[src/logic/dc302_macros.svh]
// DC302 data path constants
// widths, register indices and reset values

`ifndef DC302_MACROS_SVH
`define DC302_MACROS_SVH

// data word and register file geometry
`define DC_WORD_W      16
`define DC_REG_N       16

`define DC_PSW_REG     8      // processor status word slot

// indirect select codes through the IR
`define DC_SEL_IR_SRC  12     // IR bits 8..6
`define DC_SEL_IR_DST  13     // IR bits 2..0

// register reset values
`define DC_REG_RESET   16'hFFFF
`define DC_PSW_RESET   16'hF8FF

`endif

[src/logic/dc302_pkg.sv]
// DC302 data path types
// opcodes, microinstruction layout, pipeline and writeback words

`include "dc302_macros.svh"

package dc302_pkg;

   typedef logic [`DC_WORD_W-1:0]        word_t;
   typedef logic [$clog2(`DC_REG_N)-1:0] reg_sel_t;

   typedef enum logic [3:0]
   {
      op_mov  = 4'd0,    // dst = b
      op_add  = 4'd1,
      op_sub  = 4'd2,
      op_and  = 4'd3,
      op_bic  = 4'd4,    // a & ~b
      op_bis  = 4'd5,    // a | b
      op_xor  = 4'd6,
      op_asr  = 4'd7,    // b >>> 1
      op_ldx  = 4'd8,    // dst = external data
      op_ldir = 4'd9,    // ir = external data
      op_addi = 4'd10,   // a + 8-bit immediate
      op_tst  = 4'd11    // flags only
   } dc_op_t;

   typedef struct packed
   {
      dc_op_t     op;
      logic [3:0] cond;    // also immediate low nibble
      reg_sel_t   sel_b;   // also immediate high nibble
      reg_sel_t   sel_a;   // source a and destination
   } uinstr_t;

   typedef struct packed
   {
      uinstr_t ui;
      word_t   data;
   } dc_req_t;

   // same bit order as psw[3:0]
   typedef struct packed
   {
      logic n;
      logic z;
      logic v;
      logic c;
   } flags_t;

   typedef struct packed
   {
      dc_op_t     op;
      logic [3:0] cond;
      word_t      opnd_a;
      word_t      opnd_b;
      reg_sel_t   dst;
      word_t      data;
   } exec_t;

   typedef struct packed
   {
      logic     we;      // data write
      reg_sel_t dst;
      word_t    data;
      logic     fe;      // flag write
      flags_t   flags;
   } wb_t;

   typedef struct packed
   {
      word_t    data;
      flags_t   flags;
      logic     branch;
      reg_sel_t dst;
   } result_t;

endpackage

[src/logic/dc302_datapath.sv]
// DC302 pipelined data path top level
// decode and operand read, then execute with writeback, then result

`timescale 1ns/1ps

module dc302_datapath
(
   input  logic               pin_clk,
   input  logic               rst_n,
   input  dc302_pkg::dc_req_t req,
   input  logic               req_valid,
   output logic               req_ready,
   output dc302_pkg::result_t res,
   output logic               res_valid,
   input  logic               res_ready
);

   import dc302_pkg::*;

   reg_sel_t sel_a;
   reg_sel_t sel_b;
   word_t    opnd_a;
   word_t    opnd_b;
   word_t    psw;
   exec_t    dec_ctl;     // into exec_stage
   exec_t    exec_ctl;    // held in exec_stage
   logic     exec_valid;
   logic     exec_ready;  // out_stage can take
   wb_t      wb;
   result_t  exec_res;

   dc_regfile regfile_inst
   (
      .pin_clk (pin_clk),
      .rst_n   (rst_n),
      .sel_a   (sel_a),
      .sel_b   (sel_b),
      .opnd_a  (opnd_a),
      .opnd_b  (opnd_b),
      .psw     (psw),
      .wb      (wb),
      .wb_take (exec_valid & exec_ready)   // commits as the item moves on
   );

   dc_micro_decode decode_inst
   (
      .pin_clk (pin_clk),
      .rst_n   (rst_n),
      .req     (req),
      .take    (req_valid & req_ready),
      .sel_a   (sel_a),
      .sel_b   (sel_b),
      .opnd_a  (opnd_a),
      .opnd_b  (opnd_b),
      .ctl     (dec_ctl)
   );

   dc_pipe_stage #(.T(exec_t)) exec_stage
   (
      .pin_clk   (pin_clk),
      .rst_n     (rst_n),
      .in_data   (dec_ctl),
      .in_valid  (req_valid),
      .in_ready  (req_ready),
      .out_data  (exec_ctl),
      .out_valid (exec_valid),
      .out_ready (exec_ready)
   );

   dc_execute execute_inst
   (
      .ctl   (exec_ctl),
      .psw   (psw),
      .valid (exec_valid),
      .wb    (wb),
      .res   (exec_res)
   );

   dc_pipe_stage #(.T(result_t)) out_stage
   (
      .pin_clk   (pin_clk),
      .rst_n     (rst_n),
      .in_data   (exec_res),
      .in_valid  (exec_valid),
      .in_ready  (exec_ready),
      .out_data  (res),
      .out_valid (res_valid),
      .out_ready (res_ready)
   );

endmodule

[src/logic/dc_carry_adder.sv]
// 16-bit adder with look-ahead carry in nibble groups
// exposes the carries into and out of bit 15 for overflow

`timescale 1ns/1ps
`include "dc302_macros.svh"

module dc_carry_adder
(
   input  dc302_pkg::word_t x,
   input  dc302_pkg::word_t y,
   input  logic             cin,
   output dc302_pkg::word_t sum,
   output logic             cout,
   output logic             c15
);

   import dc302_pkg::*;

   word_t               g;   // generate
   word_t               p;   // propagate
   logic [`DC_WORD_W:0] c;   // carry into each bit

   assign g    = x & y;
   assign p    = x ^ y;
   assign c[0] = cin;

   // each nibble looks ahead from its own carry in, groups ripple
   for (genvar k = 0; k < `DC_WORD_W; k = k + 4)
   begin : gen_nibble
      assign c[k+1] = g[k]
                    | p[k] & c[k];
      assign c[k+2] = g[k+1]
                    | p[k+1] & g[k]
                    | p[k+1] & p[k] & c[k];
      assign c[k+3] = g[k+2]
                    | p[k+2] & g[k+1]
                    | p[k+2] & p[k+1] & g[k]
                    | p[k+2] & p[k+1] & p[k] & c[k];
      assign c[k+4] = g[k+3]
                    | p[k+3] & g[k+2]
                    | p[k+3] & p[k+2] & g[k+1]
                    | p[k+3] & p[k+2] & p[k+1] & g[k]
                    | p[k+3] & p[k+2] & p[k+1] & p[k] & c[k];
   end

   assign sum  = p ^ c[`DC_WORD_W-1:0];
   assign cout = c[`DC_WORD_W];
   assign c15  = c[`DC_WORD_W-1];

endmodule

[src/logic/dc_execute.sv]
// DC302 execute stage
// ALU functions, N/Z/V/C flags, branch test and writeback word

`timescale 1ns/1ps

module dc_execute
(
   input  dc302_pkg::exec_t   ctl,
   input  dc302_pkg::word_t   psw,
   input  logic               valid,
   output dc302_pkg::wb_t     wb,
   output dc302_pkg::result_t res
);

   import dc302_pkg::*;

   logic   sub;
   word_t  b_in;     // adder port b
   word_t  sum;
   logic   cout;
   logic   c15;
   word_t  data;
   flags_t old_f;
   flags_t new_f;
   logic   branch;

   assign sub   = ctl.op == op_sub;
   assign b_in  = sub ? ~ctl.opnd_b : ctl.opnd_b;   // a + ~b + 1
   assign old_f = flags_t'(psw[3:0]);

   dc_carry_adder adder_inst
   (
      .x    (ctl.opnd_a),
      .y    (b_in),
      .cin  (sub),
      .sum  (sum),
      .cout (cout),
      .c15  (c15)
   );

   always_comb
   begin
      case (ctl.op)
         op_mov:  data = ctl.opnd_b;
         op_add,
         op_addi,
         op_sub:  data = sum;
         op_and:  data = ctl.opnd_a & ctl.opnd_b;
         op_bic:  data = ctl.opnd_a & ~ctl.opnd_b;
         op_bis:  data = ctl.opnd_a | ctl.opnd_b;
         op_xor:  data = ctl.opnd_a ^ ctl.opnd_b;
         op_asr:  data = {ctl.opnd_b[15], ctl.opnd_b[15:1]};
         op_ldx,
         op_ldir: data = ctl.data;
         default: data = ctl.opnd_a;   // tst and unused codes
      endcase

      new_f.n = data[15];
      new_f.z = data == '0;
      new_f.v = 1'b0;
      new_f.c = old_f.c;     // kept by logic ops

      case (ctl.op)
         op_add,
         op_addi:
         begin
            new_f.c = cout;
            new_f.v = c15 ^ cout;
         end
         op_sub:
         begin
            new_f.c = ~cout;   // borrow
            new_f.v = c15 ^ cout;
         end
         op_asr:
         begin
            new_f.c = ctl.opnd_b[0];
            new_f.v = data[15] ^ ctl.opnd_b[0];
         end
         default: ;
      endcase
   end

   // microinstruction branch condition
   always_comb
   begin
      case (ctl.cond[2:0])
         3'd0:    branch = new_f.n;
         3'd1:    branch = new_f.z;
         3'd2:    branch = new_f.c;
         3'd3:    branch = new_f.v;
         3'd4:    branch = old_f.n;
         3'd5:    branch = old_f.z;
         3'd6:    branch = old_f.c;
         default: branch = 1'b1;
      endcase
   end

   always_comb
   begin
      wb.we    = valid && ctl.op != op_ldir && ctl.op != op_tst;
      wb.dst   = ctl.dst;
      wb.data  = data;
      wb.fe    = valid && ctl.op != op_ldir;
      wb.flags = new_f;

      res.data   = data;
      res.flags  = new_f;
      res.branch = branch;
      res.dst    = ctl.dst;
   end

endmodule

[src/logic/dc_micro_decode.sv]
// DC302 microinstruction decode
// holds the IR, resolves register selects, builds the execute word

`timescale 1ns/1ps
`include "dc302_macros.svh"

module dc_micro_decode
(
   input  logic                pin_clk,
   input  logic                rst_n,
   input  dc302_pkg::dc_req_t  req,
   input  logic                take,
   output dc302_pkg::reg_sel_t sel_a,
   output dc302_pkg::reg_sel_t sel_b,
   input  dc302_pkg::word_t    opnd_a,
   input  dc302_pkg::word_t    opnd_b,
   output dc302_pkg::exec_t    ctl
);

   import dc302_pkg::*;

   localparam reg_sel_t sel_ir_src = reg_sel_t'(`DC_SEL_IR_SRC);
   localparam reg_sel_t sel_ir_dst = reg_sel_t'(`DC_SEL_IR_DST);

   word_t ir;        // PDP instruction register
   word_t imm;       // zero-extended 8-bit immediate
   logic  ld_ir;

   // codes 12 and 13 pick a register through IR fields
   function automatic reg_sel_t resolve(input reg_sel_t sel, input word_t ir_v);
      reg_sel_t idx;
      idx = sel;
      if (sel == sel_ir_src)
         idx = {1'b0, ir_v[8:6]};
      else if (sel == sel_ir_dst)
         idx = {1'b0, ir_v[2:0]};
      return idx;
   endfunction

   assign sel_a = resolve(req.ui.sel_a, ir);
   assign sel_b = resolve(req.ui.sel_b, ir);

   assign imm   = {{(`DC_WORD_W-8){1'b0}}, req.ui.sel_b, req.ui.cond};
   assign ld_ir = take && req.ui.op == op_ldir;

   always_ff @(posedge pin_clk or negedge rst_n)
   begin
      if (!rst_n)
         ir <= '0;
      else if (ld_ir)
         ir <= req.data;   // seen by the next accepted item
   end

   always_comb
   begin
      ctl.op     = req.ui.op;
      ctl.cond   = req.ui.cond;
      ctl.opnd_a = opnd_a;
      ctl.opnd_b = (req.ui.op == op_addi) ? imm : opnd_b;
      ctl.dst    = sel_a;   // port a is also the destination
      ctl.data   = req.data;
   end

endmodule

[src/logic/dc_pipe_stage.sv]
// One-entry valid/ready pipeline register
// payload type is a parameter, loads when empty or draining

`timescale 1ns/1ps

module dc_pipe_stage
#(
   parameter type T = logic
)
(
   input  logic pin_clk,
   input  logic rst_n,
   input  T     in_data,
   input  logic in_valid,
   output logic in_ready,
   output T     out_data,
   output logic out_valid,
   input  logic out_ready
);

   logic full;    // entry holds an item
   T     data_q;

   assign in_ready  = ~full | out_ready;   // free now or free this edge
   assign out_valid = full;
   assign out_data  = data_q;

   always_ff @(posedge pin_clk or negedge rst_n)
   begin
      if (!rst_n)
         full <= 1'b0;
      else if (in_ready)
         full <= in_valid;
   end

   always_ff @(posedge pin_clk)
   begin
      if (in_valid && in_ready)
         data_q <= in_data;
   end

   // a stalled item stays put until the consumer takes it
   a_stall_hold: assert property (@(posedge pin_clk) disable iff (!rst_n)
      full && !out_ready |=> full && $stable(out_data));

endmodule

[src/logic/dc_regfile.sv]
// DC302 16 x 16 register file
// two read ports with write bypass, one write port, PSW in slot 8

`timescale 1ns/1ps
`include "dc302_macros.svh"

module dc_regfile
(
   input  logic                pin_clk,
   input  logic                rst_n,
   input  dc302_pkg::reg_sel_t sel_a,
   input  dc302_pkg::reg_sel_t sel_b,
   output dc302_pkg::word_t    opnd_a,
   output dc302_pkg::word_t    opnd_b,
   output dc302_pkg::word_t    psw,
   input  dc302_pkg::wb_t      wb,
   input  logic                wb_take
);

   import dc302_pkg::*;

   localparam reg_sel_t psw_idx  = reg_sel_t'(`DC_PSW_REG);
   localparam word_t    psw_rsvd = 16'h0700;   // bits 10..8 always zero

   word_t regs [`DC_REG_N];
   word_t psw_nxt;    // psw after this edge
   logic  wr_data;    // data write on this edge

   assign wr_data = wb_take & wb.we;
   assign psw     = regs[`DC_PSW_REG];   // committed flags for execute

   always_comb
   begin
      psw_nxt = regs[`DC_PSW_REG];
      if (wr_data && wb.dst == psw_idx)
         psw_nxt = wb.data & ~psw_rsvd;
      // flags land on top of a data write
      if (wb_take && wb.fe)
         psw_nxt[3:0] = wb.flags;
   end

   // read with bypass of the write that commits on this edge
   function automatic word_t rd(input reg_sel_t sel);
      word_t val;
      val = regs[sel];
      if (sel == psw_idx)
         val = psw_nxt;
      else if (wr_data && wb.dst == sel)
         val = wb.data;
      return val;
   endfunction

   always_comb
   begin
      opnd_a = rd(sel_a);
      opnd_b = rd(sel_b);
   end

   always_ff @(posedge pin_clk or negedge rst_n)
   begin
      if (!rst_n)
      begin
         for (int i = 0; i < `DC_REG_N; i++)
            regs[i] <= (i == `DC_PSW_REG) ? `DC_PSW_RESET : `DC_REG_RESET;
      end
      else
      begin
         if (wr_data && wb.dst != psw_idx)
            regs[wb.dst] <= wb.data;
         regs[`DC_PSW_REG] <= psw_nxt;   // unchanged unless written
      end
   end

   a_psw_rsvd: assert property (@(posedge pin_clk) disable iff (!rst_n)
      (regs[`DC_PSW_REG] & psw_rsvd) == '0);

endmodule

[config.mk]
export PLATFORM = sky130hd
export DESIGN_NAME = dc302_datapath
export DESIGN_NICKNAME = d
export VERILOG_FILES = /design/src/logic/dc302_pkg.sv /design/src/logic/dc302_datapath.sv /design/src/logic/dc_carry_adder.sv /design/src/logic/dc_execute.sv /design/src/logic/dc_micro_decode.sv /design/src/logic/dc_pipe_stage.sv /design/src/logic/dc_regfile.sv
export VERILOG_INCLUDE_DIRS = /design/src /design/src/logic
export SDC_FILE = /design/constraint.sdc
export NUM_CORES = 1
export LEC_CHECK = 0
export BUFFER_PORTS_ARGS = -buffer_cell sky130_fd_sc_hd__buf_2
export CAP_MARGIN = 20
export CORE_MARGIN = 1.5
export CORE_UTILIZATION = 45
export CTS_CLUSTER_SIZE = 28
export DETAILED_ROUTE_END_ITERATION = 8
export HOLD_SLACK_MARGIN = 0.05
export PLACE_DENSITY = 0.69
export SLEW_MARGIN = 20
export SYNTH_ARGS = -nofsm -noshare
export SYNTH_HDL_FRONTEND = slang
export SYNTH_HIERARCHICAL = 1
export SYNTH_SLANG_ARGS = --single-unit
[constraint.sdc]
create_clock -name pin_clk -period 6.8 [get_ports pin_clk]
set_input_delay 0.68 -clock pin_clk [delete_from_list [all_inputs] [get_ports pin_clk]]
set_output_delay 0.68 -clock pin_clk [all_outputs]
set_load 0.03 [all_outputs]
Yosys cells after proc, flatten, opt, wreduce, memory -nomap -nowiden --
Cells that the tools add are included.
Cells by class: add/subtract/negate cells 0, multiply operators 0, divide/modulo/power cells 0, magnitude comparators 4, equal/unequal tests 30, shift operators 0, multiplexer cells 24, bitwise gates (word level) 125, reduce and logical (&&, ||, !) cells 17
Operators by type and width (number):
- 256-bit bitwise mux | 1
- 16-bit two-way mux | 11
- 16-bit binary-select mux with 4-bit select | 2
- 16-bit case mux with 8 select lines | 1
- 1-bit bitwise AND | 67
- 16-bit demux with 4-bit select | 1
- 16-bit bitwise AND | 3
- 4-bit equality test, second input constant | 12
- 16-bit XOR | 3
- 1-bit bitwise OR | 42
- 4-bit two-way mux | 5
- 4-bit by 3-bit equality test with 1-bit output, second input constant | 4
- 16-bit zero test | 1
- 16-bit NOT | 1
- 16-bit bitwise OR | 1
- 5-bit greater-or-equal comparator, second input constant | 3
- 4-bit NOT with 5-bit output | 3
- 4-bit inequality test, second input constant | 3
- 1-bit logical AND | 11
- 3-bit equality test, second input constant | 3
- 4-bit by 2-bit equality test with 1-bit output, second input constant | 2
- 4-bit equality test | 2
- 8-bit two-way mux | 1
- 1-bit case mux with 7 select lines | 1
- 11 further kinds | 16
Word-level totals: register bits after elaboration 351, bits in latches 0, bits in writable memories 0, memory bits (read-only) 0, input bits 36, output and inout port bits 27, logic and storage cells 233, memories kept 0

Logic depth before layout (Yosys ltp) --
depth after elaboration 21, mapped depth 25, mapped depth without buffers 19

Cells and area by module --
The synthesis kept the hierarchy.
By module, submodules not included:
- dc_regfile | instances 1, cells an instance 1098, area an instance 14531.4 sq um, sequential area each 6722.7 sq um
- dc_execute | instances 1, cells an instance 333, area an instance 2232.1 sq um, sequential area each 0.0 sq um
- dc_pipe_stage (exec_stage) | instances 1, cells an instance 64, area an instance 1855.5 sq um, sequential area each 1826.8 sq um
- dc_micro_decode | instances 1, cells an instance 100, area an instance 888.4 sq um, sequential area each 150.1 sq um
- dc_pipe_stage (out_stage) | instances 1, cells an instance 29, area an instance 804.5 sq um, sequential area each 775.7 sq um
- dc_carry_adder | instances 1, cells an instance 83, area an instance 678.2 sq um, sequential area each 0.0 sq um
- dc302_datapath | instances 1, cells an instance 2, area an instance 12.5 sq um, sequential area each 0.0 sq um

Worst setup path after synthesis --
No wires, ideal clock.
path kind register to register, start point register exec_stage.data_q, in the netlist exec_stage/out_data[56], end point register exec_stage.data_q, in the netlist exec_stage/out_data[22] (data pin), library setup time 0.129 ns, arrival 5.319 ns, required time 6.671 ns, slack 1.352 ns, cell stages (with the launch flop) 24, buffers on the path 7, period minus slack after synthesis 5.448 ns, path through edfxtp_1 > buf_6 > buf_6 > buf_2 > buf_2 > nor4_1 > clkbuf_1 > buf_2 > xnor2_1 > ha_1 > nand2_2 > o311ai_0 > nand2_1 > o21ai_0 > fa_1 > a222oi_1 > nand3_1 > or4_1 > nor3_1 > buf_4 > nor2_1 > a21o_1 > o22ai_1 > mux2_2
RTL lines:
- start, declared | RTL line dc_pipe_stage.sv:22 | T data_q;
- start signal, assigned | RTL line dc_pipe_stage.sv:39 | data_q <= in_data;

==> results by group <==
Clock tree
  • Clock transition at the registers of the reported paths: around 0.060 ns
  • H-tree levels: 2
  • CTS sink cnt: 348
  • Setup bufs post-CTS: 0
  • Post-cts resize count: 0
  • CTS tree: built
  • Worst skew pair latency: around 0.57 ns
  • CTS Hold Bufs: 0
  • Max Root-Sink Buffers: 3
  • Number of buffers created by CTS: 40
  • Root Buffer: clkbuf_16

Timing
  • Tcrit/Tclk final: 85.1%
  • Fin worst setup slack: approximately 1.0 ns
  • Final min period: ~5.8 ns
  • Setup_tns: 0 ns
  • # setup viols final: 0
  • RSZ-0062 raised after global routing: no
  • Worst slew margin: ~18%
  • Max Transition Viols Final: 0
  • Final clock skew: approximately 0.018 ns
  • Fmax: about 0.17 GHz
  • Final Hold Fails: 0
  • Least-Margin Pin Slew: 1.22 ns

Drt
  • WL per Instance: 26.2 um
  • Via/cell ratio: 6.24
  • Initial DRC count: 1,253
  • Vias: around 14,000
  • DRC: 0
  • Final wirelength: between 50,000 and 60,000 um
  • Drt pass-1 iters: 5
  • Antenna Nets Post-Route: 0

Worst setup path
  • CP Data Arrival Time: 6.22 ns
  • Worst EP required: just over 7 ns
  • Critical path class: reg -> reg
  • Critical path's largest stage delay: ~0.76 ns
  • Crit path launch: exec_stage/out_data[57]
  • R2r startpoint: exec_stage/out_data[57]
  • FF-to-FF End: exec_stage/out_data[22]
  • Critical path launch point type: flop
  • CP max FO: 21
  • Critical Path Sink Type: flop
  • Slowest cell on crit path: or4_1
  • R2R depth: 18
  • Most used cell, CP: buf_4
  • CP Capture Point: exec_stage/out_data[22]
  • Reg-to-reg setup timing slack: about 1.0 ns
  • Crit path cell chain: buf_4 -> clkinv_1 -> nor4_2 -> buf_4 -> xnor2_1 -> ha_1 -> o21a_1 -> o21ai_0 -> o31ai_1 -> fa_1 -> a222oi_1 -> nand3_1 -> or4_1 -> nor3_1 -> nor2_1 -> a21o_1 -> o22ai_1 -> mux2_2

Floorplanning
  • Core ar.: about 0.046 mm2
  • I/O Pins: 63
  • Starting Density: between 40% and 50%
  • Die area: approximately 0.048 mm2
  • Die W: between 200 and 250 um
  • FP Rows: just under 80
  • Die H: 218 um

Global routing
  • Met1 Use GR: approximately a third
  • Overflow after GRT: 0
  • Largest net degree at the start of global routing: around 110
  • Met2 track demand over resource: 40.9%
  • Vias in the first global route: 14,400
  • Grt met3 use: roughly 3.4%
  • GRT Max-Usage Layer: met2
  • Total GRT Usage: about a quarter
  • Initial antenna violation count: 1
  • First-pass GRT wire length: about 90,000 um

Placement
  • Routability cong.: 0.905
  • Dpl ws: ~1.0 ns
  • Post-DP HPWL: 36,900 um
  • Placed cells: about 2,200
  • Number of port buffers: 62

Yosys
  • Synth warn: 6
  • Syn Area/Cell: ~12 um2
  • Mapped Cells: around 1,700
  • Syn Nets: around 1,800
  • Synth Cell Area: 0.0209 mm2

Pwr
  • Power Dens Cells: roughly 320 mW/mm2
  • Sw Share: 30.6%
  • Pwr Total: between 0.007 and 0.008 W
  • Net Switching: ~0.0022 W
  • Combinational Power Share: 26.0%
  • Sequential share of power: a little under half
  • Clock network fraction of total power: approximately 28%
  • Max rail drop VDD: ~0.22 mV
  • Power Internal: between 0.005 and 0.006 W
  • P_leak: 8.91 nW

Layout
  • Post-Layout Cell Count: ~2,300
  • Multi-input logic area: between 0.01 and 0.015 mm2
  • Area Overhead vs Synth: 7.63%
  • Most frequent cells in the layout: 253 x mux2_2, 253 x dfstp_2, 155 x mux2i_1
  • Layout cells sized above 1: a little under half
  • FILL cells: approximately 3,900
  • Register area: around 0.0094 mm2
  • Antenna Cells: 0
  • Final net count: about 1,700
  • Final core utilization: 49.3%

Outcome
  • Status: finished clean

Min path
  • Worst min-delay path class: in -> async

Job
  • Max-Cap Viols: 0
## cell type report
class / instances / area share, %
multi-input cells: 1079 / 45.0
flip-flops and latches: 348 / 42.1
clock buffers: 56 / 4.90
well taps: 600 / 3.34
repair buffers: 106 / 3.03
inverters: 65 / 1.09
clock inverters: 16 / 0.591
## how the worst min path moves through the flow
stage	depth (start not counted)	startpoint	endpoint
final	1	rst_n	regfile_inst/psw[9]
after CTS	1	rst_n	regfile_inst/psw[9]
after global routing	1	rst_n	regfile_inst/psw[9]
after detailed placement	2	regfile_inst/psw[8]	regfile_inst/psw[8]
after global placement	2	regfile_inst/psw[10]	regfile_inst/psw[10]
after floorplan	0	rst_n	decode_inst/ir[0]
## registers in the layout, summed over array words and instances (netlist names)
signal                flops
regfile_inst/regs       240
exec_stage/out_valid      1
regfile_inst/psw         16
out_stage/out_valid       1
out_stage/out_data       25
decode_inst/ir            6
exec_stage/out_data      59
## critical path, delay by kind of cell, from the launching register on
| kind | cells | cell delay, ns |
|---|---|---|
| and+or+nand+nor | 5 | 2.00 |
| buffers and inverters | 3 | 0.78 |
| xor gates and xnor gates | 1 | 0.25 |
| AOI/OAI and AO/OA | 6 | 1.37 |
| adders and majority gates | 2 | 0.75 |
| DFF | 1 | 0.33 |
| muxes | 1 | 0.18 |
## through the flow
stage | area [um2] | hold WS [ns]
finish | 22500 | 0.219
global placement | 21200 | 0.514
detailed placement | 21200 | 0.539
global route | 22500 | 0.256
CTS | 22500 | 0.199
floorplan | 20900 | 0.384
## power by group through the flow
| stage | registers (W) | logic, W | clock network [W] |
|---|---|---|---|
| after CTS | 0.00330 | 0.00187 | 0.00210 |
| after floorplan | 0.00322 | 0.00148 | 0 |
| after detailed placement | 0.00333 | 0.00186 | 0 |
| final | 0.00331 | 0.00189 | 0.00206 |
| after global routing | 0.00338 | 0.00203 | 0.00218 |
| after global placement | 0.00328 | 0.00182 | 0 |
## layer usage
layer,share of wire (%),up-vias
li1,-,6145
met1,42,7293
met2,48,566
met3,6.2,157
met4,4.3,2
met5,0.020,-
Power figures use the tool's default switching activity.
